==> src/logic/cpu_isa_pkg.sv <==
`default_nettype none

package cpu_isa_pkg;

  // 6502 encodings of the supported instructions
  typedef enum logic [7:0] {
    OP_NOP     = 8'hEA,
    OP_SEC     = 8'h38,
    OP_CLC     = 8'h18,
    OP_TAX     = 8'hAA,
    OP_TAY     = 8'hA8,
    OP_TXA     = 8'h8A,
    OP_TYA     = 8'h98,
    OP_TXS     = 8'h9A,
    OP_TSX     = 8'hBA,
    OP_LDA_IMM = 8'hA9,
    OP_LDX_IMM = 8'hA2,
    OP_LDY_IMM = 8'hA0,
    OP_LDA_ZP  = 8'hA5,
    OP_LDX_ZP  = 8'hA6,
    OP_LDY_ZP  = 8'hA4,
    OP_STA_ZP  = 8'h85,
    OP_ADC_IMM = 8'h69,
    OP_SBC_IMM = 8'hE9,
    OP_CMP_IMM = 8'hC9,
    OP_AND_IMM = 8'h29,
    OP_EOR_IMM = 8'h49,
    OP_ORA_IMM = 8'h09,
    OP_JMP_ABS = 8'h4C
  } opcode_t;

  typedef enum logic [2:0] {
    ALU_ADC  = 3'd0,
    ALU_SBC  = 3'd1,
    ALU_CMP  = 3'd2,
    ALU_AND  = 3'd3,
    ALU_EOR  = 3'd4,
    ALU_ORA  = 3'd5,
    ALU_NONE = 3'd7
  } alu_op_t;

  // Field order gives the flag positions, bit 7 first
  typedef struct packed {
    logic negative;
    logic overflow;
    logic bit5;
    logic brk;
    logic decimal;
    logic irq_disable;
    logic zero;
    logic carry;
  } status_t;

  // Bit 5, break and IRQ disable set, as on the W65C02
  localparam status_t STATUS_RESET = 8'b0011_0100;

endpackage : cpu_isa_pkg

`default_nettype wire

==> src/logic/cpu_core_pkg.sv <==
`default_nettype none

package cpu_core_pkg;

  localparam int DATA_WIDTH = 8;
  localparam int ADDR_WIDTH = 16;

  typedef logic [DATA_WIDTH-1:0] data_t;
  typedef logic [ADDR_WIDTH-1:0] addr_t;

  localparam addr_t RESET_VECTOR_LOW  = 16'hFFFC;
  localparam addr_t RESET_VECTOR_HIGH = 16'hFFFD;

  // Request held on the memory bus between steps
  typedef struct packed {
    addr_t addr;
    data_t wdata;
    logic  read;
    logic  write;
  } bus_req_t;

  typedef enum logic [2:0] {
    DEST_NONE,
    DEST_A,
    DEST_X,
    DEST_Y,
    DEST_SP
  } reg_dest_t;

  // Y is needed as a source by TYA
  typedef enum logic [2:0] {
    SRC_DATA,
    SRC_A,
    SRC_X,
    SRC_Y,
    SRC_SP
  } reg_src_t;

  typedef struct packed {
    reg_dest_t            dest;
    reg_src_t             src;
    cpu_isa_pkg::alu_op_t alu_op;
    logic                 flags_from_load;
    logic                 set_carry;
    logic                 clear_carry;
  } reg_ctrl_t;

endpackage : cpu_core_pkg

`default_nettype wire

==> src/logic/clock_enable.sv <==
`timescale 1ns/1ps
`default_nettype none

module clock_enable #(
  parameter int CLOCK_DIVIDER = 12
) (
  input  logic clock_i,
  input  logic reset_i,
  output logic step_o
);

  localparam int COUNT_WIDTH = $clog2(CLOCK_DIVIDER);
  localparam logic [COUNT_WIDTH-1:0] LAST_COUNT = COUNT_WIDTH'(CLOCK_DIVIDER - 1);

  logic [COUNT_WIDTH-1:0] count;

  if (CLOCK_DIVIDER < 2) begin : g_divider_check
    $error("CLOCK_DIVIDER must be at least 2");
  end

  always_ff @(posedge clock_i) begin
    if (reset_i) begin
      count <= '0;
    end else if (count == LAST_COUNT) begin
      count <= '0;
    end else begin
      count <= count + 1'b1;
    end
  end

  // High for one clock on the last count
  assign step_o = (count == LAST_COUNT);

endmodule : clock_enable

`default_nettype wire

==> src/logic/cpu_alu.sv <==
`timescale 1ns/1ps
`default_nettype none

module cpu_alu
  import cpu_isa_pkg::*;
  import cpu_core_pkg::*;
(
  input  alu_op_t op_i,
  input  data_t   a_i,
  input  data_t   b_i,
  input  status_t status_i,
  output data_t   result_o,
  output status_t status_o
);

  data_t      operand;
  logic       carry_in;
  logic [8:0] sum;
  logic       arithmetic;

  // One adder shared by ADC, SBC and CMP
  always_comb begin
    operand  = (op_i == ALU_ADC) ? b_i : ~b_i;
    carry_in = (op_i == ALU_CMP) ? 1'b1 : status_i.carry;
    sum      = {1'b0, a_i} + {1'b0, operand} + {8'd0, carry_in};
  end

  always_comb begin
    result_o   = sum[7:0];
    status_o   = status_i;
    arithmetic = 1'b0;

    case (op_i)
      ALU_ADC, ALU_SBC, ALU_CMP: begin
        arithmetic = 1'b1;
      end
      ALU_AND: result_o = a_i & b_i;
      ALU_EOR: result_o = a_i ^ b_i;
      ALU_ORA: result_o = a_i | b_i;
      default: ;
    endcase

    if (op_i != ALU_NONE) begin
      status_o.zero     = (result_o == '0);
      status_o.negative = result_o[7];
    end
    // Carry out of bit 7, also the no-borrow flag
    if (arithmetic) begin
      status_o.carry = sum[8];
    end
  end

endmodule : cpu_alu

`default_nettype wire

==> src/logic/cpu_datapath.sv <==
`timescale 1ns/1ps
`default_nettype none

module cpu_datapath
  import cpu_isa_pkg::*;
  import cpu_core_pkg::*;
(
  input  logic      clock_i,
  input  logic      reset_i,
  input  logic      step_i,
  input  reg_ctrl_t ctrl_i,
  input  data_t     data_i,
  output data_t     accumulator_o
);

  data_t   accumulator;
  data_t   index_x;
  data_t   index_y;
  data_t   stack_pointer;
  status_t status;
  status_t next_status;
  data_t   load_value;
  data_t   alu_result;
  status_t alu_status;

  cpu_alu u_alu (
    .op_i     (ctrl_i.alu_op),
    .a_i      (accumulator),
    .b_i      (data_i),
    .status_i (status),
    .result_o (alu_result),
    .status_o (alu_status)
  );

  always_comb begin
    case (ctrl_i.src)
      SRC_A:   load_value = accumulator;
      SRC_X:   load_value = index_x;
      SRC_Y:   load_value = index_y;
      SRC_SP:  load_value = stack_pointer;
      default: load_value = data_i;
    endcase
    if (ctrl_i.alu_op != ALU_NONE) begin
      load_value = alu_result;
    end
  end

  always_comb begin
    next_status = status;
    if (ctrl_i.alu_op != ALU_NONE) begin
      next_status = alu_status;
    end
    if (ctrl_i.flags_from_load) begin
      next_status.zero     = (data_i == '0);
      next_status.negative = data_i[7];
    end
    if (ctrl_i.set_carry) begin
      next_status.carry = 1'b1;
    end
    if (ctrl_i.clear_carry) begin
      next_status.carry = 1'b0;
    end
  end

  always_ff @(posedge clock_i) begin
    if (reset_i) begin
      accumulator   <= '0;
      index_x       <= '0;
      index_y       <= '0;
      stack_pointer <= '0;
      status        <= STATUS_RESET;
    end else if (step_i) begin
      case (ctrl_i.dest)
        DEST_A:  accumulator   <= load_value;
        DEST_X:  index_x       <= load_value;
        DEST_Y:  index_y       <= load_value;
        DEST_SP: stack_pointer <= load_value;
        default: ;
      endcase
      status <= next_status;
    end
  end

  assign accumulator_o = accumulator;

endmodule : cpu_datapath

`default_nettype wire

==> src/logic/cpu_top.sv <==
`timescale 1ns/1ps
`default_nettype none

module cpu_top
  import cpu_core_pkg::*;
#(
  parameter int CLOCK_DIVIDER = 12
) (
  input  logic  clock_i,
  input  logic  reset_i,
  input  data_t data_i,
  input  logic  data_valid_i,
  output data_t data_o,
  output addr_t address_o,
  output logic  bus_read_o,
  output logic  bus_write_o
);

  logic      step;
  bus_req_t  bus_req;
  reg_ctrl_t reg_ctrl;
  data_t     accumulator;

  clock_enable #(
    .CLOCK_DIVIDER (CLOCK_DIVIDER)
  ) u_clock_enable (
    .clock_i (clock_i),
    .reset_i (reset_i),
    .step_o  (step)
  );

  instruction_sequencer u_sequencer (
    .clock_i       (clock_i),
    .reset_i       (reset_i),
    .step_i        (step),
    .data_i        (data_i),
    .data_valid_i  (data_valid_i),
    .accumulator_i (accumulator),
    .bus_o         (bus_req),
    .ctrl_o        (reg_ctrl)
  );

  cpu_datapath u_datapath (
    .clock_i       (clock_i),
    .reset_i       (reset_i),
    .step_i        (step),
    .ctrl_i        (reg_ctrl),
    .data_i        (data_i),
    .accumulator_o (accumulator)
  );

  assign address_o   = bus_req.addr;
  assign data_o      = bus_req.wdata;
  assign bus_read_o  = bus_req.read;
  assign bus_write_o = bus_req.write;

endmodule : cpu_top

`default_nettype wire

==> src/logic/instruction_sequencer.sv <==
`timescale 1ns/1ps
`default_nettype none

module instruction_sequencer
  import cpu_isa_pkg::*;
  import cpu_core_pkg::*;
(
  input  logic      clock_i,
  input  logic      reset_i,
  input  logic      step_i,
  input  data_t     data_i,
  input  logic      data_valid_i,
  input  data_t     accumulator_i,
  output bus_req_t  bus_o,
  output reg_ctrl_t ctrl_o
);

  typedef enum logic [2:0] {
    STAGE_FETCH      = 3'd0,
    STAGE_OPERAND    = 3'd1,
    STAGE_OPERAND2   = 3'd2,
    STAGE_RESET_LOW  = 3'd6,
    STAGE_RESET_HIGH = 3'd7
  } stage_t;

  localparam reg_ctrl_t CTRL_IDLE = '{
    dest:            DEST_NONE,
    src:             SRC_DATA,
    alu_op:          ALU_NONE,
    flags_from_load: 1'b0,
    set_carry:       1'b0,
    clear_carry:     1'b0
  };

  stage_t   stage;
  stage_t   next_stage;
  opcode_t  opcode;
  opcode_t  next_opcode;
  addr_t    pc;
  addr_t    next_pc;
  addr_t    pc_inc;
  bus_req_t bus_q;
  bus_req_t next_bus;
  logic     ready;
  logic     fetch_next;

  function automatic reg_dest_t load_dest(opcode_t op);
    case (op)
      OP_LDX_IMM, OP_LDX_ZP: return DEST_X;
      OP_LDY_IMM, OP_LDY_ZP: return DEST_Y;
      default:               return DEST_A;
    endcase
  endfunction

  function automatic alu_op_t alu_select(opcode_t op);
    case (op)
      OP_ADC_IMM: return ALU_ADC;
      OP_SBC_IMM: return ALU_SBC;
      OP_CMP_IMM: return ALU_CMP;
      OP_AND_IMM: return ALU_AND;
      OP_EOR_IMM: return ALU_EOR;
      OP_ORA_IMM: return ALU_ORA;
      default:    return ALU_NONE;
    endcase
  endfunction

  always_comb begin
    pc_inc      = pc + 16'd1;
    // A pending read holds the stage until memory answers
    ready       = !bus_q.read || data_valid_i;
    next_stage  = stage;
    next_opcode = opcode;
    next_pc     = pc;
    next_bus    = bus_q;
    fetch_next  = 1'b0;
    ctrl_o      = CTRL_IDLE;

    if (ready) begin
      case (stage)
        STAGE_RESET_LOW: begin
          next_pc[7:0]  = data_i;
          next_bus.addr = RESET_VECTOR_HIGH;
          next_stage    = STAGE_RESET_HIGH;
        end
        STAGE_RESET_HIGH: begin
          next_pc[15:8] = data_i;
          next_bus.addr = {data_i, pc[7:0]};
          next_stage    = STAGE_FETCH;
        end
        STAGE_FETCH: begin
          next_opcode = opcode_t'(data_i);
          next_stage  = STAGE_OPERAND;
          case (opcode_t'(data_i))
            OP_NOP, OP_SEC, OP_CLC, OP_TAX, OP_TAY, OP_TXA, OP_TYA, OP_TXS, OP_TSX: begin
              // No operand byte, bus idle for one step
              next_bus.read = 1'b0;
            end
            default: begin
              next_pc       = pc_inc;
              next_bus.addr = pc_inc;
            end
          endcase
        end
        STAGE_OPERAND: begin
          fetch_next = 1'b1;
          case (opcode)
            OP_SEC: ctrl_o.set_carry = 1'b1;
            OP_CLC: ctrl_o.clear_carry = 1'b1;
            OP_TAX: begin
              ctrl_o.dest = DEST_X;
              ctrl_o.src  = SRC_A;
            end
            OP_TAY: begin
              ctrl_o.dest = DEST_Y;
              ctrl_o.src  = SRC_A;
            end
            OP_TXA: begin
              ctrl_o.dest = DEST_A;
              ctrl_o.src  = SRC_X;
            end
            OP_TYA: begin
              ctrl_o.dest = DEST_A;
              ctrl_o.src  = SRC_Y;
            end
            OP_TXS: begin
              ctrl_o.dest = DEST_SP;
              ctrl_o.src  = SRC_X;
            end
            OP_TSX: begin
              ctrl_o.dest = DEST_X;
              ctrl_o.src  = SRC_SP;
            end
            OP_LDA_IMM, OP_LDX_IMM, OP_LDY_IMM: begin
              ctrl_o.dest            = load_dest(opcode);
              ctrl_o.flags_from_load = 1'b1;
            end
            OP_ADC_IMM, OP_SBC_IMM, OP_CMP_IMM, OP_AND_IMM, OP_EOR_IMM, OP_ORA_IMM: begin
              ctrl_o.alu_op = alu_select(opcode);
              // CMP keeps the accumulator
              if (opcode != OP_CMP_IMM) begin
                ctrl_o.dest = DEST_A;
              end
            end
            OP_LDA_ZP, OP_LDX_ZP, OP_LDY_ZP: begin
              fetch_next    = 1'b0;
              next_bus.addr = {8'h00, data_i};
              next_stage    = STAGE_OPERAND2;
            end
            OP_STA_ZP: begin
              fetch_next     = 1'b0;
              next_bus.addr  = {8'h00, data_i};
              next_bus.wdata = accumulator_i;
              next_bus.read  = 1'b0;
              next_bus.write = 1'b1;
              next_stage     = STAGE_OPERAND2;
            end
            OP_JMP_ABS: begin
              fetch_next    = 1'b0;
              next_pc[7:0]  = data_i;
              next_bus.addr = pc_inc;
              next_stage    = STAGE_OPERAND2;
            end
            default: ;
          endcase
        end
        STAGE_OPERAND2: begin
          case (opcode)
            OP_LDA_ZP, OP_LDX_ZP, OP_LDY_ZP: begin
              ctrl_o.dest            = load_dest(opcode);
              ctrl_o.flags_from_load = 1'b1;
              fetch_next             = 1'b1;
            end
            OP_JMP_ABS: begin
              next_pc[15:8] = data_i;
              next_bus.addr = {data_i, pc[7:0]};
              next_stage    = STAGE_FETCH;
            end
            // End of the STA write step
            default: fetch_next = 1'b1;
          endcase
        end
        default: fetch_next = 1'b1;
      endcase
    end

    // Next opcode follows the last byte of this instruction
    if (fetch_next) begin
      next_pc        = pc_inc;
      next_bus.addr  = pc_inc;
      next_bus.read  = 1'b1;
      next_bus.write = 1'b0;
      next_stage     = STAGE_FETCH;
    end
  end

  always_ff @(posedge clock_i) begin
    if (reset_i) begin
      stage       <= STAGE_RESET_LOW;
      bus_q.addr  <= RESET_VECTOR_LOW;
      bus_q.read  <= 1'b1;
      bus_q.write <= 1'b0;
    end else if (step_i) begin
      stage <= next_stage;
      bus_q <= next_bus;
    end
  end

  always_ff @(posedge clock_i) begin
    if (step_i) begin
      opcode <= next_opcode;
      pc     <= next_pc;
    end
  end

  assign bus_o = bus_q;

endmodule : instruction_sequencer

`default_nettype wire

==> config.mk <==
export PLATFORM = sky130hd
export DESIGN_NAME = cpu_top
export DESIGN_NICKNAME = d
export VERILOG_FILES = /design/src/logic/cpu_isa_pkg.sv /design/src/logic/cpu_core_pkg.sv /design/src/logic/clock_enable.sv /design/src/logic/cpu_alu.sv /design/src/logic/cpu_datapath.sv /design/src/logic/cpu_top.sv /design/src/logic/instruction_sequencer.sv
export SDC_FILE = /design/constraint.sdc
export NUM_CORES = 1
export LEC_CHECK = 0
export BUFFER_PORTS_ARGS = -buffer_cell sky130_fd_sc_hd__clkbuf_2
export CAP_MARGIN = 10
export CORE_MARGIN = 3
export CORE_UTILIZATION = 65
export CTS_CLUSTER_DIAMETER = 40
export DETAILED_ROUTE_END_ITERATION = 8
export GPL_TIMING_DRIVEN = 0
export PLACE_DENSITY = 0.84
export SETUP_SLACK_MARGIN = 0.5
export SLEW_MARGIN = 15
export SYNTH_ARGS = -nofsm -noshare
export SYNTH_HDL_FRONTEND = slang
export SYNTH_SLANG_ARGS = --single-unit
==> constraint.sdc <==
create_clock -name clock_i -period 8.55 [get_ports clock_i]
set_input_delay 1.71 -clock clock_i [delete_from_list [all_inputs] [get_ports clock_i]]
set_output_delay 1.71 -clock clock_i [all_outputs]
set_load 0.05 [all_outputs]
==> results of run 1 <==
==> worst min-delay path: stages (launching register included) <==
cell and delay, ns:
dfxtp_1 0.32, nand2_1 0.05, o21ai_1 0.05
==> Yosys cell counts, types with 6 or more instances <==
cell       number  share of area, %
nand2b_1       13               1.3
xor2_1         11               1.6
xnor2_1        18               2.6
nor4_1          6              0.61
ha_1           25               5.1
a211oi_1        6              0.73
o22ai_1         9              0.92
nor3b_1         8              0.98
nand2_1        38               2.3
o21ai_1         7              0.57
dfxtp_1        58                19
o21ai_0        41               3.3
a22o_1          6              0.85
a221oi_1        7               1.0
o2bb2ai_1      29               4.1
nand3_1        18               1.5
buf_2          15               1.2
a31oi_1         8              0.81
inv_1          24               1.5
a22oi_1         6              0.73
nor2b_1        11               1.1
nor2_1         57               3.5
a21o_1          6              0.73
and3_1          7              0.71
mux2i_1        10               1.6
clkbuf_1       21               1.3
edfxtp_1       32                16
a21oi_1        57               4.6
nor3_1         16               1.3
==> how the worst max path moves through the flow <==
| stage | start | to | slack, ns | cells after the start |
|---|---|---|---|---|
| 3_3_place_gp | data_valid_i | u_datapath.stack_pointer[4]$_SDFFE_PP0P_ | 2.62 | 15 |
| 2_1_floorplan | data_valid_i | u_datapath.stack_pointer[4]$_SDFFE_PP0P_ | 3.64 | 14 |
| 6_report | data_valid_i | u_datapath.stack_pointer[4]$_SDFFE_PP0P_ | 2.66 | 15 |
| 5_1_grt | data_valid_i | u_datapath.stack_pointer[4]$_SDFFE_PP0P_ | 2.63 | 15 |
| 3_5_place_dp | data_valid_i | u_datapath.stack_pointer[4]$_SDFFE_PP0P_ | 2.51 | 15 |
| 4_1_cts | data_valid_i | u_datapath.stack_pointer[4]$_SDFFE_PP0P_ | 2.88 | 15 |
==> registers in the layout, summed over array words and instances (netlist names), 3 cells and up <==
register,flops
u_sequencer.bus_o,26
u_sequencer.pc,16
u_datapath.accumulator_o,8
u_datapath.index_x,8
u_datapath.index_y,8
u_datapath.stack_pointer,8
u_sequencer.opcode,8
u_clock_enable.count,4
u_sequencer.stage,3
==> kinds of logic after synthesis <==
logic type,after synthesis,synth area share (%)
buffers and inverters,69,4.82
xor gates and xnor gates,29,4.13
DFF,90,34.5
AOI/OAI and AO/OA,244,28.1
adders and majority gates,27,5.74
and+or+nand+nor,222,20.7
muxes,12,1.99
==> per-stage QoR <==
stage	hold slack [ns]	total power [mW]	area [um^2]
final	0.457	0.793	6660
after global routing	0.470	0.814	6660
after CTS	0.457	0.790	6660
after detailed placement	0.442	0.506	6470
after global placement	0.434	0.504	6460
after floorplan	0.426	0.486	6150
==> area by class of cell <==
type / count / area, um^2
Multi-Input combinational cell: 534 / 3740
Fill cell: 679 / 2270
Sequential cell: 90 / 2120
Buffer: 43 / 199
Timing Repair Buffer: 35 / 175
Clock buffer: 10 / 138
Tap cell: 108 / 135
Inverter: 26 / 97.6
Clock inverter: 6 / 55.1
==> power by group through the flow <==
| stage | sequential (mW) | clock [mW] | combinational [mW] |
|---|---|---|---|
| 6_report | 0.444 | 0.294 | 0.0550 |
| 3_3_place_gp | 0.453 | 0 | 0.0503 |
| 5_1_grt | 0.444 | 0.312 | 0.0588 |
| 3_5_place_dp | 0.454 | 0 | 0.0522 |
| 4_1_cts | 0.444 | 0.294 | 0.0524 |
| 2_1_floorplan | 0.453 | 0 | 0.0328 |
==> metal layers <==
metal  up-vias  wire (um)  share of wire (%)
met4         2        669                3.4
met1      2810       8160                 42
met3        61       2850                 15
li1       2716          -                  -
met2       475       7700                 40
met5         -         13              0.067
==> run metrics, run 1 <==
leakage power=2.34 nW; internal power=0.581 mW; Crit-path slowest cell=clkbuf_1; nets@finish=777; DP Worst Slack=2.51 ns; CORE AREA=8930 um^2; DIE WIDTH=103 um; Slew HR=26.2%; mean post-synth cell area=8.88 um^2; most frequent CP cell=fa_1; GR peak layer=met1; Worst-path clk slew=0.10 ns; die area=10700 um^2; total track usage=37.0%; post-CTS resize count=0; met1 usage=55.8%; final WL=19400 um; commonest non-fill, non-tap cell in the layout=dfxtp_1; worst path required time=8.79 ns; Worst Hold Depth=2; DRC Markers=0; commonest non-fill, non-tap cells in the layout=dfxtp_1 (58), nor2_1 (57), a21oi_1 (57), o21ai_0 (41), nand2_1 (38); Top Family by Delay on Critical Path=simple AND/OR/NAND/NOR gates; row cnt=34; combinational power share=6.9%; Mapped Nets=731; antenna violations before repair=1; PD cells=119 nW/um^2; diode count=0; CP arrival=6.13 ns; number of global-route vias before repair=5444; via count=6064; sequential area share after synthesis=34.5%; r2r worst-path depth=14; # setup viols final=0; status=finished, final reports clean; Placed Cells=836; layout cells sized above 1=13.6%; grt met3 use=10.9%; Hold-fix buffers, CTS=0; sw power=0.212 mW; critical path type=in -> reg; Die H=103 um; root buffer cell=clkbuf_8; HPWL Detailed=14200 um; Final Critical Period=5.89 ns; EDFF count, synth=32; RSZ-0062 raised after global routing=false; Synth cell types=89; asr flop ratio synth=0%; setup tns final=0 ns; Fin. Hold Viols=0; Post-CTS Setup Repair Bufs=0; R2R setup slack=3.62 ns; maximum VDD drop=0.0000912 V; Min-Delay Path Class=reg -> reg; DR WL/cell=22.8 um; I/O pin cnt=37; Initial Util=68.9%; gpl congestion=1.06; CP Capture Type=flop; crit-path max FO=10; CTS Sinks=90; Sw Share=26.7%; Yosys reg bits=90; DRT antenna net count=0; CTS tree=built; Synth Warn #=0; Bufs on Longest Clock Path=2; grt ovf=0; post-synthesis instance total=693; final core occ=74.5%; Critical Path Source Type=input pin; clock latency on the worst-skew pair=0.37 ns; fin. max-slew vios=0; IO Port Bufs=35; Via density=7.12; CTS buffer count=9; Sequential Power Share=56.0%; worst setup margin=2.66 ns; P&R area growth vs syn=8.26%; hold_sp=u_datapath.stack_pointer[3]$_SDFFE_PP0P_; number of detailed-route iterations in the first pass=6; Worst Tran Pin Value=1.10 ns; RR Startpoint=u_sequencer.stage[0]$_SDFFE_PP0P_; H-Tree Depth=3; Synth Cell Area=6150 um^2; first-pass GRT wire length=29900 um; crit-path max cell delay=0.54 ns; Setup Skew=0.0193 ns; CP Buf/Inv Count=2; fmax=170 MHz; grt met2 use=49.4%; crit-path cells=clkbuf_2 > nand2b_1 > clkbuf_1 > nand2_1 > nor2_1 > nand4_2 > xnor2_1 > fa_1 > fa_1 > a21o_1 > a21oi_1 > xor2_1 > mux2i_1 > o22ai_1 > o21ai_1; Starting DRT DRC Count=824; Clock power frac=37.1%; final non-filler cell total=852; Critical R2R Capture=u_datapath.stack_pointer[4]$_SDFFE_PP0P_; top_reg_cell synth=dfxtp_1; Tcrit/Tclk final=68.8%; WHS Endpoint=u_datapath.stack_pointer[3]$_SDFFE_PP0P_; largest net degree at the start of global routing=18; Max Cap Viol=0
Note: power is estimated with default switching activity, not from simulation.
==> run 2, diff against run 1 <==
--- a/config.mk
+++ b/config.mk
@@ -8,11 +8,11 @@
 export BUFFER_PORTS_ARGS = -buffer_cell sky130_fd_sc_hd__clkbuf_2
 export CAP_MARGIN = 10
 export CORE_MARGIN = 3
-export CORE_UTILIZATION = 65
+export CORE_UTILIZATION = 62
 export CTS_CLUSTER_DIAMETER = 40
 export DETAILED_ROUTE_END_ITERATION = 8
 export GPL_TIMING_DRIVEN = 0
-export PLACE_DENSITY = 0.84
+export PLACE_DENSITY = 0.81
 export SETUP_SLACK_MARGIN = 0.5
 export SLEW_MARGIN = 15
 export SYNTH_ARGS = -nofsm -noshare
==> constraint.sdc (replaced) <==
create_clock -name clock_i -period 5.6 [get_ports clock_i]
set_input_delay 1.12 -clock clock_i [delete_from_list [all_inputs] [get_ports clock_i]]
set_output_delay 1.12 -clock clock_i [all_outputs]
set_load 0.05 [all_outputs]
==> run metrics, run 2 (same netlist as run 1, synthesis figures left out) <==
leakage power=2.35 nW; status=finished, final reports clean; setup tns final=0 ns; Placed Cells=857; DIE WIDTH=106 um; first-pass GRT wire length=31700 um; RSZ-0062 raised after global routing=false; Starting DRT DRC Count=784; diode count=0; Setup Skew=0.0126 ns; CTS tree=built; grt ovf=0; crit-path max FO=10; via count=6031; Worst Tran Pin Value=1.14 ns; Final Critical Period=4.83 ns; Die H=106 um; fmax=207 MHz; root buffer cell=clkbuf_8; worst path required time=5.86 ns; I/O pin cnt=37; clock latency on the worst-skew pair=0.39 ns; Critical Path Source Type=input pin; HPWL Detailed=14900 um; Max Cap Viol=0; Fin. Hold Viols=0; DRT antenna net count=0; DRC Markers=0; CTS Sinks=90; largest net degree at the start of global routing=19; max reg flops=26; gpl congestion=0.966; layout cells sized above 1=13.8%; P&R area growth vs syn=9.13%; Bufs on Longest Clock Path=2; IO Port Bufs=35; Worst-path clk slew=0.10 ns; # setup viols final=0; cell area after layout=6710 um^2; number of detailed-route iterations in the first pass=6; CORE AREA=9460 um^2; maximum VDD drop=0.000180 V; Slew HR=23.3%; nets@finish=777; DR WL/cell=23.1 um; Min-Delay Path Class=reg -> reg; CTS buffer count=9; CP arrival=5.09 ns; critical path type=in -> reg; final non-filler cell total=873; commonest non-fill, non-tap cells in the layout=dfxtp_1 (58), nor2_1 (57), a21oi_1 (57), o21ai_0 (41), nand2_1 (38); row cnt=35; commonest non-fill, non-tap cell in the layout=dfxtp_1; total track usage=36.5%; PD cells=185 nW/um^2; CP Capture Type=flop; antenna violations before repair=0; fin. max-slew vios=0; Cell Area, Placed=6490 um^2; Tcrit/Tclk final=86.2%; die area=11200 um^2; Via density=6.91; final core occ=71.0%; Hold-fix buffers, CTS=0; Initial Util=65.0%; H-Tree Depth=3; final WL=20100 um; number of global-route vias before repair=5790
-- run 2: layer usage --
| layer | GRT usage, % | wire [um] |
|---|---|---|
| met5 | 0 | 0 |
| met4 | 13.5 | 572 |
| met3 | 11.3 | 2820 |
| met2 | 51.4 | 8210 |
| met1 | 52.3 | 8520 |
-- run 2: worst max-delay path: stages --
cell      delay, ns
clkbuf_2       0.09
nand2b_1       0.10
clkbuf_2       0.29
nand2_1        0.34
nor2_1         0.32
nand4_2        0.38
xnor2_1        0.27
fa_1           0.48
fa_1           0.45
a21o_1         0.18
a21oi_1        0.17
xor2_1         0.17
mux2i_1        0.13
o22ai_1        0.44
o21ai_1        0.13
-- run 2: path summary, 6_finish.rpt --
check,from,endpoint,slack (ns),cells past startpoint
setup / recovery,data_valid_i,u_datapath.stack_pointer[4]$_SDFFE_PP0P_,0.77,15
hold / removal,u_datapath.stack_pointer[3]$_SDFFE_PP0P_,u_datapath.stack_pointer[3]$_SDFFE_PP0P_,0.46,2
setup reg to reg,u_sequencer.stage[0]$_SDFFE_PP0P_,u_datapath.stack_pointer[4]$_SDFFE_PP0P_,1.12,14
hold reg to reg,u_datapath.stack_pointer[3]$_SDFFE_PP0P_,u_datapath.stack_pointer[3]$_SDFFE_PP0P_,0.46,2
-- run 2: final cells by class --
class / count / area, um^2
Multi-Input combinational cell: 534 / 3740
Fill cell: 778 / 2750
Sequential cell: 90 / 2120
Buffer: 43 / 200
Timing Repair Buffer: 35 / 175
Tap cell: 129 / 161
Clock buffer: 10 / 149
Inverter: 26 / 97.6
Clock inverter: 6 / 65.1
-- run 2: report_power, final --
part           leakage [nW]  internal [mW]  total (mW)  switching (mW)
clock network         0.109          0.202       0.478           0.276
logic                  1.50         0.0267      0.0848          0.0582
registers             0.739          0.676       0.677         0.00147
total                  2.35          0.904        1.24           0.336
-- run 2: stage by stage --
step	setup slack, ns	hold WS [ns]	power [mW]
floorplan	1.28	0.426	0.743
global placement	0.242	0.434	0.771
detailed placement	0.156	0.445	0.774
CTS	0.536	0.459	1.24
global route	0.513	0.484	1.27
finish	0.773	0.456	1.24
-- run 2: repair_timing --
item,4_1_cts,5_1_grt
setup endpoints to repair,0,10
gates resized for setup,0,3
buffers inserted,0,0
